File: config.mk
export PLATFORM = sky130hd
export DESIGN_NAME = reg_file
export DESIGN_NICKNAME = d
export VERILOG_FILES = /design/src/reg_file.sv
export SDC_FILE = /design/constraint.sdc
export NUM_CORES = 2
export LEC_CHECK = 0
export BUFFER_PORTS_ARGS = -buffer_cell sky130_fd_sc_hd__buf_2
export CAP_MARGIN = 5
export CORE_MARGIN = 4
export CORE_UTILIZATION = 28
export DETAILED_ROUTE_END_ITERATION = 12
export GPL_TIMING_DRIVEN = 1
export HOLD_SLACK_MARGIN = 0.15
export MAX_ROUTING_LAYER = met4
export PLACE_DENSITY_LB_ADDON = 0.05
export SKIP_CTS_REPAIR_TIMING = 1
export SYNTH_ARGS = -nofsm -noshare
export SYNTH_HDL_FRONTEND = slang
export SYNTH_SLANG_ARGS = --single-unit
File: constraint.sdc
create_clock -name clk -period 41.6 [get_ports clk]
set_clock_uncertainty 0.15 [all_clocks]
set_input_delay 6.24 -clock clk [delete_from_list [all_inputs] [get_ports clk]]
set_output_delay 6.24 -clock clk [all_outputs]
set_load 0.01 [all_outputs]
File: src/reg_file.sv
`timescale 1ns/100ps

module reg_file
(
    input  logic        clk,
    input  logic        rst,
    input  logic [4:0]  rs1,
    input  logic [4:0]  rs2,
    output logic [31:0] rs1Val,
    output logic [31:0] rs2Val,
    input  logic        we,
    input  logic [4:0]  rd,
    input  logic [31:0] wdata
);

    logic [31:0] regs [32];

    // Combinational read ports
    assign rs1Val = regs[rs1];
    assign rs2Val = regs[rs2];

    always_ff @(posedge clk or posedge rst)
    begin
        if (rst)
        begin
            for (int k = 0; k < 32; k++)
            begin
                regs[k] <= '0;
            end
        end
        // x0 stays zero
        else if (we && (rd != 5'd0))
        begin
            regs[rd] <= wdata;
        end
    end

endmodule

# After elaboration in Yosys (flattened, before gate mapping)
# Index checks and enable logic that the tools add are counted.
totals:
  register_bits: 1024
  latchBits: 0
  mem_bits_rw: 0
  romBits: 0
  input_bits: 50
  output_inout_bits: 64
  wordCells: 51
  n_memories: 0
op_classes:
  add_sub_neg: 0
  multipliers: 0
  div: 0
  order_cmp: 4
  eq_ne: 0
  n_shift: 0
  mux: 9
  n_bitwise: 3
  n_reduce_logical: 3
ops:
  columns: ["operator", "count"]
  rows:
  - ["1024-bit bitwise mux", 1]
  - ["32-bit binary-select mux with 5-bit select", 2]
  - ["32-bit demux with 5-bit select", 1]
  - ["32-bit two-way mux", 5]
  - ["6-bit >= comparator (second input constant)", 3]
  - ["5-bit inverter with 6-bit output", 3]
  - ["6-bit by 1-bit less-than comparator with 1-bit output (second input constant)", 1]
  - ["5-bit nonzero test", 1]
  - ["1-bit logical AND", 2]

# Depth between registers and ports, before layout
logic_depth:
  depth_word: 6
  mapped_depth: 8
  mapped_depth_nobuf: 5

# Worst setup path after synthesis
# No wires, ideal clock.
synth_timing:
  kind: "input to output"
  start: "input port rs1[1]"
  end: "output port rs1Val[10]"
  t_arrival_ns: 7.480
  t_required_ns: 35.210
  path_slack_ns: 27.730
  path_stages: 8
  path_buffers: 4
  cell_sequence: "buf_2 > buf_4 > buf_2 > buf_2 > mux2i_1 > nand2_1 > a31oi_1 > nand3_1"
synth_between:
  elab_chain_len: 4
synth_rtl:
  columns: ["element", "line_no", "text"]
  rows:
  - ["start: declaration", "7", "input logic [4:0] rs1,"]
  - ["5-bit inverter with 6-bit output (not written as such)", "19", "assign rs1Val = regs[rs1];"]
  - ["32-bit binary-select mux with 5-bit select", "19", null]
  - ["32-bit two-way mux (not written as such) (2 in a row)", "19", null]
  - ["end: declaration", "9", "output logic [31:0] rs1Val,"]
# No other way between the ends. The select of a mux whose other input is x is not followed.

# Worst setup path after layout
layout_timing:
  start: "input port rs1[2]"
  end: "output port rs1Val[8]"
# The elaborated chain is that of the path after synthesis.

==> reports/metrics.csv <==
metric;value;unit
start_kind;input port;
outcome;completed;
top_register;regs;
power_density;48.5;nW/µm²
max_freq;0.0589;GHz
root_buffer;clkbuf_16;
syn_inst;4602;
rsz0062_at_grt;false;
total_power;3030;µW
drv_slew;0;
antenna_found_initial;2;
seqCellArea;25600;µm²
critPathArrivalTime;10570;ps
yosys.area.top_type;dfrtp_1;
grt_pass1_wl;310000;µm
fp.dieW;455;µm
core-area;198000;µm²
syn_nets;4652;
cts_buffer_depth;3;
cts_tree;done;
multi_input_area;28000;µm²
post-route-period-util;0.408;
setup_tns;0;ps
fin_hold_ws;248;ps
mostFrequentLayoutCells;mux2i_1, dfrtp_1, mux2_2;
ir_drop;26.6;µV
drc;0;
portBuffers;113;
nFillCells;19900;
wire_per_inst;30.1;µm
p_leak;0.0290;µW
critPathRequiredTime;35210;ps
timing.slew.headroom;0.201;
cts_buffers;136;
syn2layout_area_growth;11.6;%
setup_ws;24640;ps
critical_path.max_fanout;44;
clkLatencyLatePin;760;ps
synth_edf_count;0;
fin_nets;4515;
p_int;2150;µW
min_period;16960;ps
rows;163;
netlist.area_leader.share;0.458;
maxCapViolations;0;
viasPerCell;5.26;
ys_ff_latch;1024;
die_y;455;µm
drt_iter0_drc;2280;
tightestPinTransition;1200;ps
reg_top3;regs: 1024 flops;
via_count;37800;
track_usage;0.213;
power_frac_seq;0.437;
final_util;0.315;
htreeDepth;4;
num_io_pins;114;
grt_overflow_total;0;
hold_class;reg -> reg;
die-area;207000;µm²
p_clk_frac;0.377;
ys_types;30;
syn_area;56000;µm²
grt_pass1_vias;39800;
crit_type;in -> out;
grt_max_degree;140;
yosys_warnings;0;
p_sw;879;µW
hold_viol_final;0;
synthFlopType;dfrtp_1;
gp_congestion;0.710;
numClockSinks;1024;
preCtsSetupSlack;24450;ps
hpwlAfterDp;111000;µm
dr.pass1.iters;5;
finalWirelength;217000;µm
synth_async_sr_flop_share;1.00;
setup_viol;0;
synthTopCellsByArea;dfrtp_1, mux2_2, mux2i_1;
drive_gt1_frac;0.306;
cp-end-kind;primary output;
yosysSeqAreaShare;0.458;
synth.avg_cell_area;12.2;µm²
sw_frac_of_total;0.290;
clkSlewWorstSetupHoldPaths;50;ps
ant_nets;0;
initial_core_util;0.283;
comb_power_share;0.185;
largest_reg_flops;1024;
==> per-layer routing <==
layer,vias to the layer above,GRT usage,share of wire
li1,16700,-,-
met1,20300,0.283,0.47
met2,540,0.352,0.49
met3,237,0.0226,0.025
met4,0,0.0476,0.021
met5,-,-,0
==> logic make-up (layout without fill, tap and decap cells) <==
logic type      Yosys count  count (layout)  synth area share
mux                    2016            2016             0.383
flops                  1024            1024             0.458
compound gates          576             576            0.0701
simple gates            512             512            0.0439
buf+inv                 474             418            0.0452
other cells               0               1                 0
==> cells in the mapped netlist (all sizes together) (2+ instances only) <==
master and instances:
nor2b 4, a22o 128, nor3 65, a21oi 192, nand3b 4, a31oi 64, buf 243, clkbuf 230
nand3 194, or2 3, nand2b 4, mux2i 1024, nor3b 4, mux2 992, and2 2, nor2 19
a22oi 192, nand2 210, dfrtp 1024
==> path summary, 6_finish.rpt <==
path	start	to	slack, ps	cells after the start
setup / recovery	rs1[2]	rs1Val[8]	24640	10
hold / removal	regs[1002]	regs[1002]	250	0
setup reg to reg	regs[866]	regs[866]	40650	1
hold reg to reg	regs[1002]	regs[1002]	250	0
max in group asynchronous	rst	regs[326]	31700	7
min in group asynchronous	rst	regs[313]	5420	2
==> cell type report <==
class,instances,share of cell area
Antenna cell,1,0.0000401
Clock buffer,197,0.0630
Clock inverter,22,0.00405
Inverter,1,0.000180
Multi-Input combinational cell,3104,0.448
Sequential cell,1024,0.410
Tap cell,2640,0.0529
Timing Repair Buffer,198,0.0214
==> worst max-delay path: stages <==
cell	delay, ps
buf_2	160
nor2b_4	650
buf_4	650
buf_4	840
buf_4	780
a22o_1	240
nor3_1	50
a31oi_1	330
nand3_1	320
buf_2	250
==> metrics by stage <==
step | instance area, µm² | instances
global placement | 58300 | 6967
floorplan | 56000 | 4602
global route | 62500 | 7187
detailed placement | 58300 | 6967
finish | 62500 | 7187
CTS | 62500 | 7186
==> power groups by stage <==
stage	logic, µW	clock network, µW	registers, µW
6_report	562	1140	1330
5_1_grt	620	1220	1350
4_1_cts	572	1190	1320
3_5_place_dp	570	0	1340
3_3_place_gp	566	0	1340
2_1_floorplan	433	0	1310
Power figures use the tool's default switching activity.
