`config.mk`:
```
export PLATFORM = sky130hd
export DESIGN_NAME = mem_arbiter
export DESIGN_NICKNAME = d
export VERILOG_FILES = /design/src/core_pkg.sv /design/src/mem_arbiter.sv
export VERILOG_INCLUDE_DIRS = /design/src /design/src/include
export SDC_FILE = /design/constraint.sdc
export NUM_CORES = 1
export LEC_CHECK = 0
export ABC_AREA = 1
export BUFFER_PORTS_ARGS = -buffer_cell sky130_fd_sc_hd__buf_2
export CAP_MARGIN = 20
export CORE_AREA = 2 2 68 70
export DETAILED_ROUTE_END_ITERATION = 12
export DIE_AREA = 0 0 70 72
export PLACE_DENSITY = 0.75
export SYNTH_ARGS = -nofsm -noshare
export SYNTH_HDL_FRONTEND = slang
export SYNTH_SLANG_ARGS = --single-unit
```
`constraint.sdc`:
```
create_clock -name clk -period 2.5 [get_ports clk]
set_clock_uncertainty 0.15 [all_clocks]
set_input_delay 0.375 -clock clk [delete_from_list [all_inputs] [get_ports clk]]
set_output_delay 0.375 -clock clk [all_outputs]
set_load 0.01 [all_outputs]
```
`src/include/core_settings.svh`:
```
`ifndef CORE_SETTINGS_SVH
`define CORE_SETTINGS_SVH

// Unified memory depth in 32-bit words
`define MEM_WORDS 256

// Word address width into the unified memory
`define ADDR_W 8

// Byte address of the first instruction fetch
`define RESET_PC 32'h0000_0000

`endif
```
`src/core_pkg.sv`:
```
`include "core_settings.svh"

package core_pkg;

    // R-type layout
    typedef struct packed {
        logic [6:0] funct7;
        logic [4:0] rs2;
        logic [4:0] rs1;
        logic [2:0] funct3;
        logic [4:0] rd;
        logic [6:0] opcode;
    } rType_t;

    // I-type layout, also loads, JALR and ECALL
    typedef struct packed {
        logic [11:0] imm;
        logic [4:0]  rs1;
        logic [2:0]  funct3;
        logic [4:0]  rd;
        logic [6:0]  opcode;
    } iType_t;

    // S-type layout, immediate split around rs2/rs1
    typedef struct packed {
        logic [6:0] immHi;
        logic [4:0] rs2;
        logic [4:0] rs1;
        logic [2:0] funct3;
        logic [4:0] immLo;
        logic [6:0] opcode;
    } sType_t;

    // B-type layout, scrambled branch offset
    typedef struct packed {
        logic       imm12;
        logic [5:0] imm10to5;
        logic [4:0] rs2;
        logic [4:0] rs1;
        logic [2:0] funct3;
        logic [3:0] imm4to1;
        logic       imm11;
        logic [6:0] opcode;
    } bType_t;

    // U-type layout
    typedef struct packed {
        logic [19:0] imm;
        logic [4:0]  rd;
        logic [6:0]  opcode;
    } uType_t;

    // J-type layout
    typedef struct packed {
        logic       imm20;
        logic [9:0] imm10to1;
        logic       imm11;
        logic [7:0] imm19to12;
        logic [4:0] rd;
        logic [6:0] opcode;
    } jType_t;

    // One instruction word seen through every format
    typedef union packed {
        rType_t r;
        iType_t i;
        sType_t s;
        bType_t b;
        uType_t u;
        jType_t j;
    } instr_u;

    typedef enum logic [3:0] {
        ALU_ADD,
        ALU_SUB,
        ALU_AND,
        ALU_OR,
        ALU_XOR,
        ALU_SLT,
        ALU_SLL,
        ALU_SRL,
        ALU_PASSB
    } aluOp_e;

    typedef enum logic [1:0] {
        BR_EQ,
        BR_NE,
        BR_LT,
        BR_GE
    } brKind_e;

    // Decoded control for one instruction
    typedef struct packed {
        logic [31:0] pc;
        logic [31:0] imm;
        logic [4:0]  rd;
        aluOp_e      aluOp;
        logic        aluSrcImm;
        logic        aluSrcPc;
        logic        regWrite;
        logic        memRead;
        logic        memWrite;
        logic        branch;
        brKind_e     brKind;
        logic        jump;
        logic        jumpReg;
        logic        halt;
        logic        illegal;
    } ctrl_t;

    // Word request toward the arbiter
    typedef struct packed {
        logic              write;
        logic [`ADDR_W-1:0] addr;
        logic [31:0]       wdata;
    } memReq_t;

    // Retired instruction record
    typedef struct packed {
        logic [31:0] pc;
        logic [4:0]  rd;
        logic [31:0] value;
    } retire_t;

endpackage

```
`src/mem_arbiter.sv`:
```
`timescale 1ns/100ps

module mem_arbiter
    import core_pkg::*;
(
    input  logic    clk,
    input  logic    rst,
    input  logic    hostReq,
    input  logic    dataReq,
    input  logic    fetchReq,
    input  memReq_t hostMem,
    input  memReq_t dataMem,
    input  memReq_t fetchMem,
    output logic    hostGrant,
    output logic    dataGrant,
    output logic    fetchGrant,
    output logic    hostRvalid,
    output logic    dataRvalid,
    output logic    fetchRvalid,
    output memReq_t memReq,
    output logic    memEn
);

    // Owner of last cycle's read, host/data/fetch
    logic [2:0] rdOwner;

    // Host over data over fetch
    assign hostGrant = hostReq;
    assign dataGrant = dataReq && !hostReq;
    assign fetchGrant = fetchReq && !hostReq && !dataReq;
    assign memEn = hostReq || dataReq || fetchReq;

    always_comb
    begin
        if (hostGrant)
        begin
            memReq = hostMem;
        end
        else if (dataGrant)
        begin
            memReq = dataMem;
        end
        else
        begin
            memReq = fetchMem;
        end
    end

    // Writes get no data back
    always_ff @(posedge clk or posedge rst)
    begin
        if (rst)
        begin
            rdOwner <= 3'b000;
        end
        else
        begin
            rdOwner <= {hostGrant && !hostMem.write,
                        dataGrant && !dataMem.write,
                        fetchGrant && !fetchMem.write};
        end
    end

    assign hostRvalid = rdOwner[2];
    assign dataRvalid = rdOwner[1];
    assign fetchRvalid = rdOwner[0];

    assert property (@(posedge clk) disable iff (rst)
        $onehot0({hostGrant, dataGrant, fetchGrant}))
        else $error("more than one grant");

endmodule

```
# Word level (Yosys, flattened, before mapping)
# Cells that the tools add are included.
# op_classes
n_reduce_logical	13
n_mux	2
# ops
operator	count
two-way mux 41 bit	2
logical AND 1 bit	6
logical NOT 1 bit	5
logical OR 1 bit	2
# word_totals
register_bits	3
wordCells	16
out_inout_bits	48

# Longest topological paths before layout
# logic_depth
word_depth	4
depth_mapped	5
mapped_depth_nobuf	4

# Worst setup path before layout
# No wires, ideal clock.
# synth_path
kind	input to output
startpoint	in dataReq
endpoint	out memReq[10] in the netlist's numbering
cell_stages	5
path_slack_ps	1022
required_ps	1975
arrival_time_ps	953
path_cell_list	buf_4 > nor2_8 > buf_6 > nand2_1 > nand3_1
# synth_rtl
item	line_no	text
from (decl)	mem_arbiter.sv:9	input logic dataReq,
to (decl)	mem_arbiter.sv:20	output memReq_t memReq,

==> results.sh <==
export IMPL_final_area_um2=1892
export IMPL_synthTopCellsByArea="nand3_1, nand2_1, dfrtp_1"
export IMPL_syn_avg_cell_area_um2=4.992
export IMPL_drive_gt1_frac=0.5027
export IMPL_final_core_util=0.4437
export IMPL_worst_setup_path_end_kind="output port"
export IMPL_worst_slew_pin_slew_ps=553.0
export IMPL_largest_register_ffs=3
export IMPL_synth_seq_area_share=0.07519
export IMPL_grtUsageTotal=0.1680
export IMPL_setup_tns_final_ps=0
export IMPL_drt_wl_total_mm=4.437
export IMPL_die_w_um=70
export IMPL_grt_pass1_wl_mm=7.093
export IMPL_synthMuxAreaShare=0
export IMPL_grt_ovfl_total=0
export IMPL_min_period_over_period=0.8158
export IMPL_hp_class="in -> reg"
export IMPL_yosys_area_share_simple=0.7569
export IMPL_synth_fp_nets=328
export IMPL_ys_warn_count=0
export IMPL_max_slew_margin=0.6313
export IMPL_worstPathMaxFanout=24
export IMPL_cts_tree="built"
export IMPL_dp_slack_ps=454.5
export IMPL_hpwl_mm=3.602
export IMPL_gp_congestion=0.8299
export IMPL_pwr_share_clk=0.274
export IMPL_grt_pass1_vias=1722
export IMPL_fill_cells=453
export IMPL_vdd_drop_max_v=0.0001719
export IMPL_io_pins=176
export IMPL_drt_iter0_drc=30
export IMPL_initial_core_util=0.2342
export IMPL_switching_share=0.3807
export IMPL_yosysTopAreaCell="nand3_1"
export IMPL_die_height_um=72
export IMPL_top_regs="rdOwner: 3 flops"
export IMPL_fmax_mhz=490.3
export IMPL_syn_inst=200
export IMPL_antenna_cells=0
export IMPL_final_hold_violation_count=0
export IMPL_worstSetupPathType="in -> out"
export IMPL_grt_max_degree=44
export IMPL_ys_seq_elements=3
export IMPL_synth_area_um2=998.5
export IMPL_vias=1895
export IMPL_status="finished, final reports clean"
export IMPL_required_ps=1980
export IMPL_timing_critical_path_cells="buf_2 > buf_4 > nand2_1 > nor2_1 > nor2_1 > buf_2"
export IMPL_most_common_layout_cells="buf_2, nand2_1, nand3_1"
export IMPL_clk_pin_slew_ps=30
export IMPL_synth_top_family_by_area="simple AND/OR/NAND/NOR gates"
export IMPL_critPathSlowestCell="buf_4"
export IMPL_synth_top_area_share=0.4010
export IMPL_critPathBufInv=3
export IMPL_comb_power_share=0.627
export IMPL_cap_violations=0
export IMPL_top_register="rdOwner"
export IMPL_syn2layout_area_growth_pct=89.47
export IMPL_ant_nets=0
export IMPL_num_rows=24
export IMPL_startpoint_type="input pin"
export IMPL_fin_nets=493
export IMPL_port_buffers=175
export IMPL_placed_area_um2=1837
export IMPL_viasPerCell=4.555
export IMPL_die_area_um2=5040
export IMPL_synth_compound_area_frac=0
export IMPL_final_min_clock_period_ps=2040
export IMPL_slew_viol_final=0
export IMPL_fin_ws_ps=460.5
export IMPL_p_int_uw=317.0
export IMPL_clockRootBuffer="clkbuf_8"
export IMPL_core_um2=4264
export IMPL_setup_viol=0
export IMPL_wire_per_inst_um=10.67
export IMPL_drcViolationCount=0
export IMPL_switchingPower_uw=194.9
export IMPL_dr_pass1_iters=4
export IMPL_max_clock_path_buffers=2
export IMPL_p_seq_frac=0.100
export IMPL_synth_adder_area_share=0
export IMPL_final_common_cell="buf_2"
export IMPL_synthXorXnorAreaFrac=0
export IMPL_cts_max_level=1
export IMPL_cts_sinks=3
export IMPL_rsz0062_at_grt="no"
export IMPL_power_leakage_uw=0.001204
export IMPL_cts_made_buffers=3
export IMPL_arrival_ps=1510
export IMPL_max_stage_delay_ps=350
export IMPL_synth_distinct_cells=11
export IMPL_crit_family="buffers and inverters"
export IMPL_power_per_cell_area_nw_per_um2=270.6
export IMPL_antenna_found_initial=0
export IMPL_fin_total_pwr_uw=511.9
[repair_timing]
| item | CTS | global route |
|---|---|---|
| gates resized for setup | 0 | 0 |
| hold buffers | 1 | 0 |
| setup buffers | 0 | 0 |
| endpoints found under the hold margin | 3 | 0 |
[synthesized netlist by cell type]
cell / instances
nor3_1: 1
dfrtp_1: 3
buf_6: 4
nor2_8: 1
buf_4: 7
buf_2: 8
inv_1: 7
inv_2: 1
nand2_1: 85
nor2_1: 3
nand3_1: 80
[power groups by stage]
| stage | clock network (uW) | registers, uW | logic (uW) |
|---|---|---|---|
| floorplan | 0 | 52.8 | 159 |
| global placement | 0 | 51.6 | 320 |
| detailed placement | 0 | 51.7 | 322 |
| CTS | 141 | 51.1 | 324 |
| global route | 152 | 51.1 | 359 |
| finish | 140 | 51.1 | 321 |
[layout make-up]
cell class                 count  area [um^2]  share of cell area
timing repair buffer         179        920.9              0.4868
multi-input combinational    170        755.7              0.3995
sequential                     3        75.07             0.03968
tap                           52        65.06             0.03439
clock buffer                   4        45.04             0.02381
inverter                       8        30.03             0.01587
[logic make-up (layout without fill, tap and decap cells)]
group | after synthesis | after routing
buffers and inverters | 27 | 191
DFF | 3 | 3
and+or+nand+nor | 170 | 170
[stage by stage]
step           hold WS (ps)  instances
3_5_place_dp          94.04        411
4_1_cts               175.0        416
2_1_floorplan        -21.36        200
6_report              173.6        416
5_1_grt               172.3        416
3_3_place_gp          87.15        411
[layer usage]
layer  vias to the layer above  wire length (um)  global-route usage
li1                        986                 -                   -
met1                       801              1627              0.1721
met2                       106              2379              0.3471
met3                         2               410             0.03611
met4                         0                19             0.03419
met5                         -                 0                   0
[path summary, 6_finish.rpt]
check	from	end	slack [ps]	cells past startpoint
min in group asynchronous	rst	rdOwner[1]	430	3
max in group asynchronous	rst	rdOwner[0]	1640	3
worst max-delay path	dataReq	memReq[40]	460	6
worst min-delay path	dataMem[40]	rdOwner[1]	170	2
Note: power is estimated with default switching activity, not from simulation.
