### src/include/core_settings.svh
`ifndef CORE_SETTINGS_SVH
`define CORE_SETTINGS_SVH

// Unified memory depth in 32-bit words
`define MEM_WORDS 256

// Word address width into the unified memory
`define ADDR_W 8

// Byte address of the first instruction fetch
`define RESET_PC 32'h0000_0000

`endif
### src/core_pkg.sv
`include "core_settings.svh"

package core_pkg;

    // R-type layout
    typedef struct packed {
        logic [6:0] funct7;
        logic [4:0] rs2;
        logic [4:0] rs1;
        logic [2:0] funct3;
        logic [4:0] rd;
        logic [6:0] opcode;
    } rType_t;

    // I-type layout, also loads, JALR and ECALL
    typedef struct packed {
        logic [11:0] imm;
        logic [4:0]  rs1;
        logic [2:0]  funct3;
        logic [4:0]  rd;
        logic [6:0]  opcode;
    } iType_t;

    // S-type layout, immediate split around rs2/rs1
    typedef struct packed {
        logic [6:0] immHi;
        logic [4:0] rs2;
        logic [4:0] rs1;
        logic [2:0] funct3;
        logic [4:0] immLo;
        logic [6:0] opcode;
    } sType_t;

    // B-type layout, scrambled branch offset
    typedef struct packed {
        logic       imm12;
        logic [5:0] imm10to5;
        logic [4:0] rs2;
        logic [4:0] rs1;
        logic [2:0] funct3;
        logic [3:0] imm4to1;
        logic       imm11;
        logic [6:0] opcode;
    } bType_t;

    // U-type layout
    typedef struct packed {
        logic [19:0] imm;
        logic [4:0]  rd;
        logic [6:0]  opcode;
    } uType_t;

    // J-type layout
    typedef struct packed {
        logic       imm20;
        logic [9:0] imm10to1;
        logic       imm11;
        logic [7:0] imm19to12;
        logic [4:0] rd;
        logic [6:0] opcode;
    } jType_t;

    // One instruction word seen through every format
    typedef union packed {
        rType_t r;
        iType_t i;
        sType_t s;
        bType_t b;
        uType_t u;
        jType_t j;
    } instr_u;

    typedef enum logic [3:0] {
        ALU_ADD,
        ALU_SUB,
        ALU_AND,
        ALU_OR,
        ALU_XOR,
        ALU_SLT,
        ALU_SLL,
        ALU_SRL,
        ALU_PASSB
    } aluOp_e;

    typedef enum logic [1:0] {
        BR_EQ,
        BR_NE,
        BR_LT,
        BR_GE
    } brKind_e;

    // Decoded control for one instruction
    typedef struct packed {
        logic [31:0] pc;
        logic [31:0] imm;
        logic [4:0]  rd;
        aluOp_e      aluOp;
        logic        aluSrcImm;
        logic        aluSrcPc;
        logic        regWrite;
        logic        memRead;
        logic        memWrite;
        logic        branch;
        brKind_e     brKind;
        logic        jump;
        logic        jumpReg;
        logic        halt;
        logic        illegal;
    } ctrl_t;

    // Word request toward the arbiter
    typedef struct packed {
        logic              write;
        logic [`ADDR_W-1:0] addr;
        logic [31:0]       wdata;
    } memReq_t;

    // Retired instruction record
    typedef struct packed {
        logic [31:0] pc;
        logic [4:0]  rd;
        logic [31:0] value;
    } retire_t;

endpackage

### src/fetch_unit.sv
`timescale 1ns/100ps
`include "core_settings.svh"

module fetch_unit
    import core_pkg::*;
(
    input  logic        clk,
    input  logic        rst,
    input  logic        take,
    input  logic        redirect,
    input  logic [31:0] target,
    output logic        instrValid,
    output instr_u      instr,
    output logic [31:0] pc,
    output logic        req,
    output memReq_t     memReq,
    input  logic        grant,
    input  logic        rvalid,
    input  logic [31:0] rdata
);

    // Byte address of the next word to request
    logic [31:0] reqPc;
    logic        bufValid;
    // Read granted last cycle, data due now
    logic        pending;
    // Held off until the first redirect after reset
    logic        armed;

    // One word ahead, never two reads in flight
    assign req = armed && !bufValid && !pending && !redirect;

    // Fetch only reads
    assign memReq.write = 1'b0;
    assign memReq.addr = reqPc[`ADDR_W+1:2];
    assign memReq.wdata = '0;

    assign instrValid = bufValid;

    always_ff @(posedge clk or posedge rst)
    begin
        if (rst)
        begin
            reqPc <= `RESET_PC;
            pc <= `RESET_PC;
            bufValid <= 1'b0;
            pending <= 1'b0;
            armed <= 1'b0;
        end
        else
        begin
            pending <= req && grant;
            if (redirect)
            begin
                // New stream, a read landing now is stale
                armed <= 1'b1;
                reqPc <= target;
                bufValid <= 1'b0;
            end
            else if (rvalid)
            begin
                bufValid <= 1'b1;
                pc <= reqPc;
                reqPc <= reqPc + 32'd4;
            end
            else if (take)
            begin
                bufValid <= 1'b0;
            end
        end
    end

    // Prefetched word
    always_ff @(posedge clk)
    begin
        if (rvalid)
        begin
            instr <= rdata;
        end
    end

    // Arbiter only returns data for a read this unit was granted
    assert property (@(posedge clk) disable iff (rst) rvalid |-> pending)
        else $error("fetch rvalid without outstanding read");

endmodule

### config.mk
export PLATFORM = sky130hd
export DESIGN_NAME = fetch_unit
export DESIGN_NICKNAME = d
export VERILOG_FILES = /design/src/core_pkg.sv /design/src/fetch_unit.sv
export VERILOG_INCLUDE_DIRS = /design/src /design/src/include
export SDC_FILE = /design/constraint.sdc
export NUM_CORES = 1
export LEC_CHECK = 0
export ABC_AREA = 0
export BUFFER_PORTS_ARGS = -buffer_cell sky130_fd_sc_hd__buf_2
export CELL_PAD_IN_SITES_DETAIL_PLACEMENT = 0
export CELL_PAD_IN_SITES_GLOBAL_PLACEMENT = 2
export CORE_MARGIN = 5
export CORE_UTILIZATION = 27
export CTS_CLUSTER_SIZE = 30
export DETAILED_ROUTE_END_ITERATION = 12
export PLACE_DENSITY_LB_ADDON = 0.25
export SETUP_SLACK_MARGIN = 0.2
export SLEW_MARGIN = 10
export SYNTH_ARGS = -nofsm -noshare
export SYNTH_HDL_FRONTEND = slang
export SYNTH_SLANG_ARGS = --single-unit
### constraint.sdc
create_clock -name clk -period 1.7 [get_ports clk]
set_input_delay 0.17 -clock clk [delete_from_list [all_inputs] [get_ports clk]]
set_output_delay 0.17 -clock clk [all_outputs]
set_load 0.05 [all_outputs]
Word-level counts from Yosys, hierarchy flattened --
Cells that the tools add are included.
Storage, ports and cells: register bits 99, bits of input ports 70, output and inout bits 107
Cells by class: reductions and logical operators 10, bitwise operators 1, add/sub/neg operators 1, multiplexer cells 5
Operators with widths (number):
- 2-to-1 mux 32 bit | 2
- adder 32 x 3 -> 32 bit, second input constant | 1
- logical AND 1 bit | 4
- zero test 1 bit | 3
- 2-to-1 mux 1 bit | 3
- nonzero test 3 bit | 1
- AND reduction 2 bit | 1
- nonzero test 2 bit | 1
- inverter 1 bit | 1

Longest topological paths before layout --
depth in word-level cells 5, depth in mapped cells 6, depth with buffers taken out 6

Worst setup path after synthesis --
No wires, ideal clock.
kind reg2reg, start reg bufValid (netlist: instrValid), end reg pending, path buffers 0, data required time 1.626 ns, period minus slack after synthesis 2.669 ns, path slack -0.969 ns, stages on the path, launching flop included 3, arrival time 2.595 ns, setup time 0.074 ns, path through dfrtp_1 nor4b_1 and2_1
On the way: cells in the longest elaborated chain, start to end 5
Ends and longest elaborated chain:
- start: declaration | line fetch_unit.sv:24 | logic bufValid;
- start signal: assignment | line fetch_unit.sv:46 | bufValid <= 1'b0;
- start signal: assignment | line fetch_unit.sv:58 | bufValid <= 1'b0;
- start signal: assignment | line fetch_unit.sv:62 | bufValid <= 1'b1;
- zero test 1 bit | line fetch_unit.sv:31 | assign req = armed && !bufValid && !pending && !redirect;
- logical AND 1 bit (3 in a row) | line fetch_unit.sv:31
- via req | line fetch_unit.sv:15 | output logic req,
- logical AND 1 bit | line fetch_unit.sv:52 | pending <= req && grant;
- end signal: assignment | line fetch_unit.sv:52
- end: declaration | line fetch_unit.sv:26 | logic pending;
The timed path passes the listed nets, and every way through them passes these cells. A chain may end at the register's enable or synchronous reset.

Worst setup path in the final report --
start reg reqPc[3], end reg reqPc[30]
On the way: cells in the longest elaborated chain, start to end 3
Ends and longest elaborated chain:
- start: declaration | line fetch_unit.sv:23 | logic [31:0] reqPc;
- start signal: assignment | line fetch_unit.sv:44 | reqPc <= `RESET_PC;
- start signal: assignment | line fetch_unit.sv:57 | reqPc <= target;
- start signal: assignment | line fetch_unit.sv:64 | reqPc <= reqPc + 32'd4;
- adder 32 x 3 -> 32 bit | line fetch_unit.sv:64
- 2-to-1 mux 32 bit | line fetch_unit.sv:60 | else if (rvalid)
- 2-to-1 mux 32 bit | line fetch_unit.sv:53 | if (redirect)
Every way passes these cells. The select of a mux whose other input is x is not followed.

==> metrics.md <==
| Metric | Value |
|---|---|
| Std cell rows | `46` |
| Main synth FF type | `dfrtp_1` |
| CTS tree | `built` |
| Diodes inserted | `0` |
| CP Capture Type | `flip-flop` |
| Final wirelength | `12000 um` |
| Final cell count without fillers | `768` |
| Async set or reset register ratio after synthesis | `67.7%` |
| Routed len/inst | `15.6 um` |
| Maximum clock frequency | `636 MHz` |
| Final setup fails | `0` |
| Hpwl dp | `8940 um` |
| WS Path Type | `reg2reg` |
| Drt first pass iters | `4` |
| Dpl ws | `84.9 ps` |
| Layout cells sized above 1 | `45.5%` |
| Hold-critical path depth | `1` |
| Min Hold Slack | `16.1 ps` |
| Total die area | `18500 um^2` |
| Setup_tns | `0 ps` |
| Yosys cell types | `34` |
| Synth Register Bits | `99` |
| Worst vdd ir | `0.588 mV` |
| Ranking of synthesized cells by area | `dfrtp_1 39%, edfxtp_1 22%, mux2_2 8.4%` |
| Fin crit share | `92.5%` |
| Global-route wire length before repair | `18000 um` |
| Port buffer count | `143` |
| Final Net Count | `618` |
| Slowest cell on crit path | `or4_1` |
| RD Place Congestion | `0.717` |
| R2R depth | `6` |
| Clock Tree Root | `clkbuf_16` |
| Power Dens Cells | `1110 nW/um^2` |
| HP Class | `in2reg` |
| Vias | `3196` |
| Dpl cells | `711` |
| Final worst slack | `127 ps` |
| Final Slew Violations | `0` |
| Total CTS buffers | `9` |
| LEAKAGE | `2.75 nW` |
| Worst skew pair latency | `350 ps` |
| Global route overflow | `0` |
| Yosys top cell by area | `dfrtp_1` |
| P&R area growth vs syn | `41.0%` |
| Final hold violation count | `0` |
| Via-per-instance ratio | `4.16` |
| Number of synthesized flops with an enable pin | `32` |
| Ys Warns | `0` |
| Status | `finished, final reports clean` |
| Synth top area share | `39.1%` |
| Max cap viols | `0` |
| Most common cell after layout, fill and taps aside | `buf_2` |
| Number of global-route vias before repair | `3352` |
| Sequential area share after synthesis | `61.5%` |
| Initial antenna violation count | `1` |
| Number of H-tree levels | `3` |
| Clk sinks | `99` |
| RSZ-0062 raised after global routing | `true` |
| WP data required | `1980 ps` |
| Core Footprint | `15700 um^2` |
| Post-Syn Area | `4290 um^2` |
| Clock Path Buffers | `2` |
| Iteration-0 DRC Markers | `66` |
| CP max stage delay | `470 ps` |
| Detail Route Antenna Nets | `0` |
| Ports | `177` |
| Die Span Y | `136 um` |
| Data arrival, critical path | `1860 ps` |
| Worst Max-Slew Pin Slew | `556 ps` |
| Clock-pin slew on the worst setup and hold paths | `70 ps` |
| Cell count after synthesis | `342` |
| Die Span X | `136 um` |
| Critical Path Source Type | `flip-flop` |
| Cell breakdown of the critical path | `ha_4, nand2_4, nor3_4, nand3_2, or4_1, nand3_1` |
| Skew final | `5.52 ps` |
| Starting Density | `27.3%` |
| Largest net degree at the start of global routing | `36` |
| Post-route DRC | `0` |
| Syn avg cell area | `12.5 um^2` |
| Tot GR Track Use | `12.7%` |
| Final core occ | `38.5%` |
| Tmin final | `1570 ps` |
| Slew HR | `62.8%` |
| Commonest cells after routing, fill and taps aside | `142 x buf_2, 66 x dfrtp_1, 40 x buf_4` |
| Crit-path max FO | `3` |
==> state kept, by name, indices dropped and copies added, names as in the netlist <==
signal      count
pending         1
pc             32
instrValid      1
instr          32
armed           1
reqPc          32
==> logic make-up (layout without fill, tap and decap cells) <==
group	after synthesis	in the layout	share of synthesized area, %
flip-flops	99	99	61.5
AND/OR/NAND/NOR	88	88	11.0
buffers and inverters	60	238	9.01
AO/OA/AOI/OAI	33	33	3.97
multiplexers	33	33	8.63
XOR/XNOR	27	27	5.51
adder cells (fa/ha/maj)	1	1	0.292
other	1	33	0.0874
==> per-stage QoR <==
stage               total power (W)  instance area, um^2
CTS                         0.00678                 5980
global placement            0.00475                 5320
floorplan                   0.00431                 4430
global route                0.00700                 6050
finish                      0.00669                 6050
detailed placement          0.00476                 5320
==> metal layers <==
metal | wire, um | vias to the layer above | global-route usage (%) | share of wire (%)
met3 | 1070 | 12 | 4.15 | 8.9
met1 | 5250 | 1521 | 16.2 | 44
met2 | 5540 | 134 | 20.7 | 46
li1 | - | 1527 | - | -
met4 | 119 | 2 | 3.36 | 0.99
met5 | 13 | - | 0 | 0.11
==> path summary, 6_finish.rpt <==
kind,from,endpoint,slack (ps)
max,reqPc[3],reqPc[30],130
min,rdata[15],instr[15],20
max reg2reg,reqPc[3],reqPc[30],130
min reg2reg,armed,armed,490
max in group asynchronous,rst,pc[17],770
min in group asynchronous,rst,pc[0],430
==> cell type report <==
type	count	area (um^2)
inverters	5	22.5
well taps	216	270
clock buffers	9	225
multi-input cells	215	1460
repair buffers	217	1380
clock inverters	7	43.8
fillers	1567	9670
flip-flops and latches	99	2640
==> power breakdown <==
group,switching [W],internal (W),total (W)
Combinational,0.00137,0.000537,0.00191
Sequential,0.000146,0.00275,0.00289
Clock,0.000904,0.000985,0.00189
==> Yosys cell counts (3+ instances only) <==
master / instances
and3_1: 4
nor2_1: 5
nand3_1: 10
o21ai_0: 31
nand4_1: 14
dfrtp_1: 67
nand2_1: 36
inv_1: 5
xor2_1: 20
mux2_2: 32
buf_2: 3
xnor2_1: 7
buf_4: 42
edfxtp_1: 32
clkbuf_1: 9
nor3_1: 4
==> worst max-delay path, delay by kind of cell (launching register included) <==
| family | cells | cell delay (ps) |
|---|---|---|
| adder cells (fa/ha/maj) | 1 | 170 |
| flip-flops | 1 | 410 |
| AND/OR/NAND/NOR | 5 | 930 |
==> what timing repair did <==
| action | 4_1_cts | 5_1_grt |
|---|---|---|
| hold endpoints to repair | 50 | 1 |
| gates resized for setup | 9 | 14 |
| hold buffers | 30 | 1 |
| setup endpoints to repair | 19 | 22 |
| pin swaps | 6 | 14 |
| setup buffers | 8 | 2 |
No activity file was read; power rests on OpenSTA's default activity.
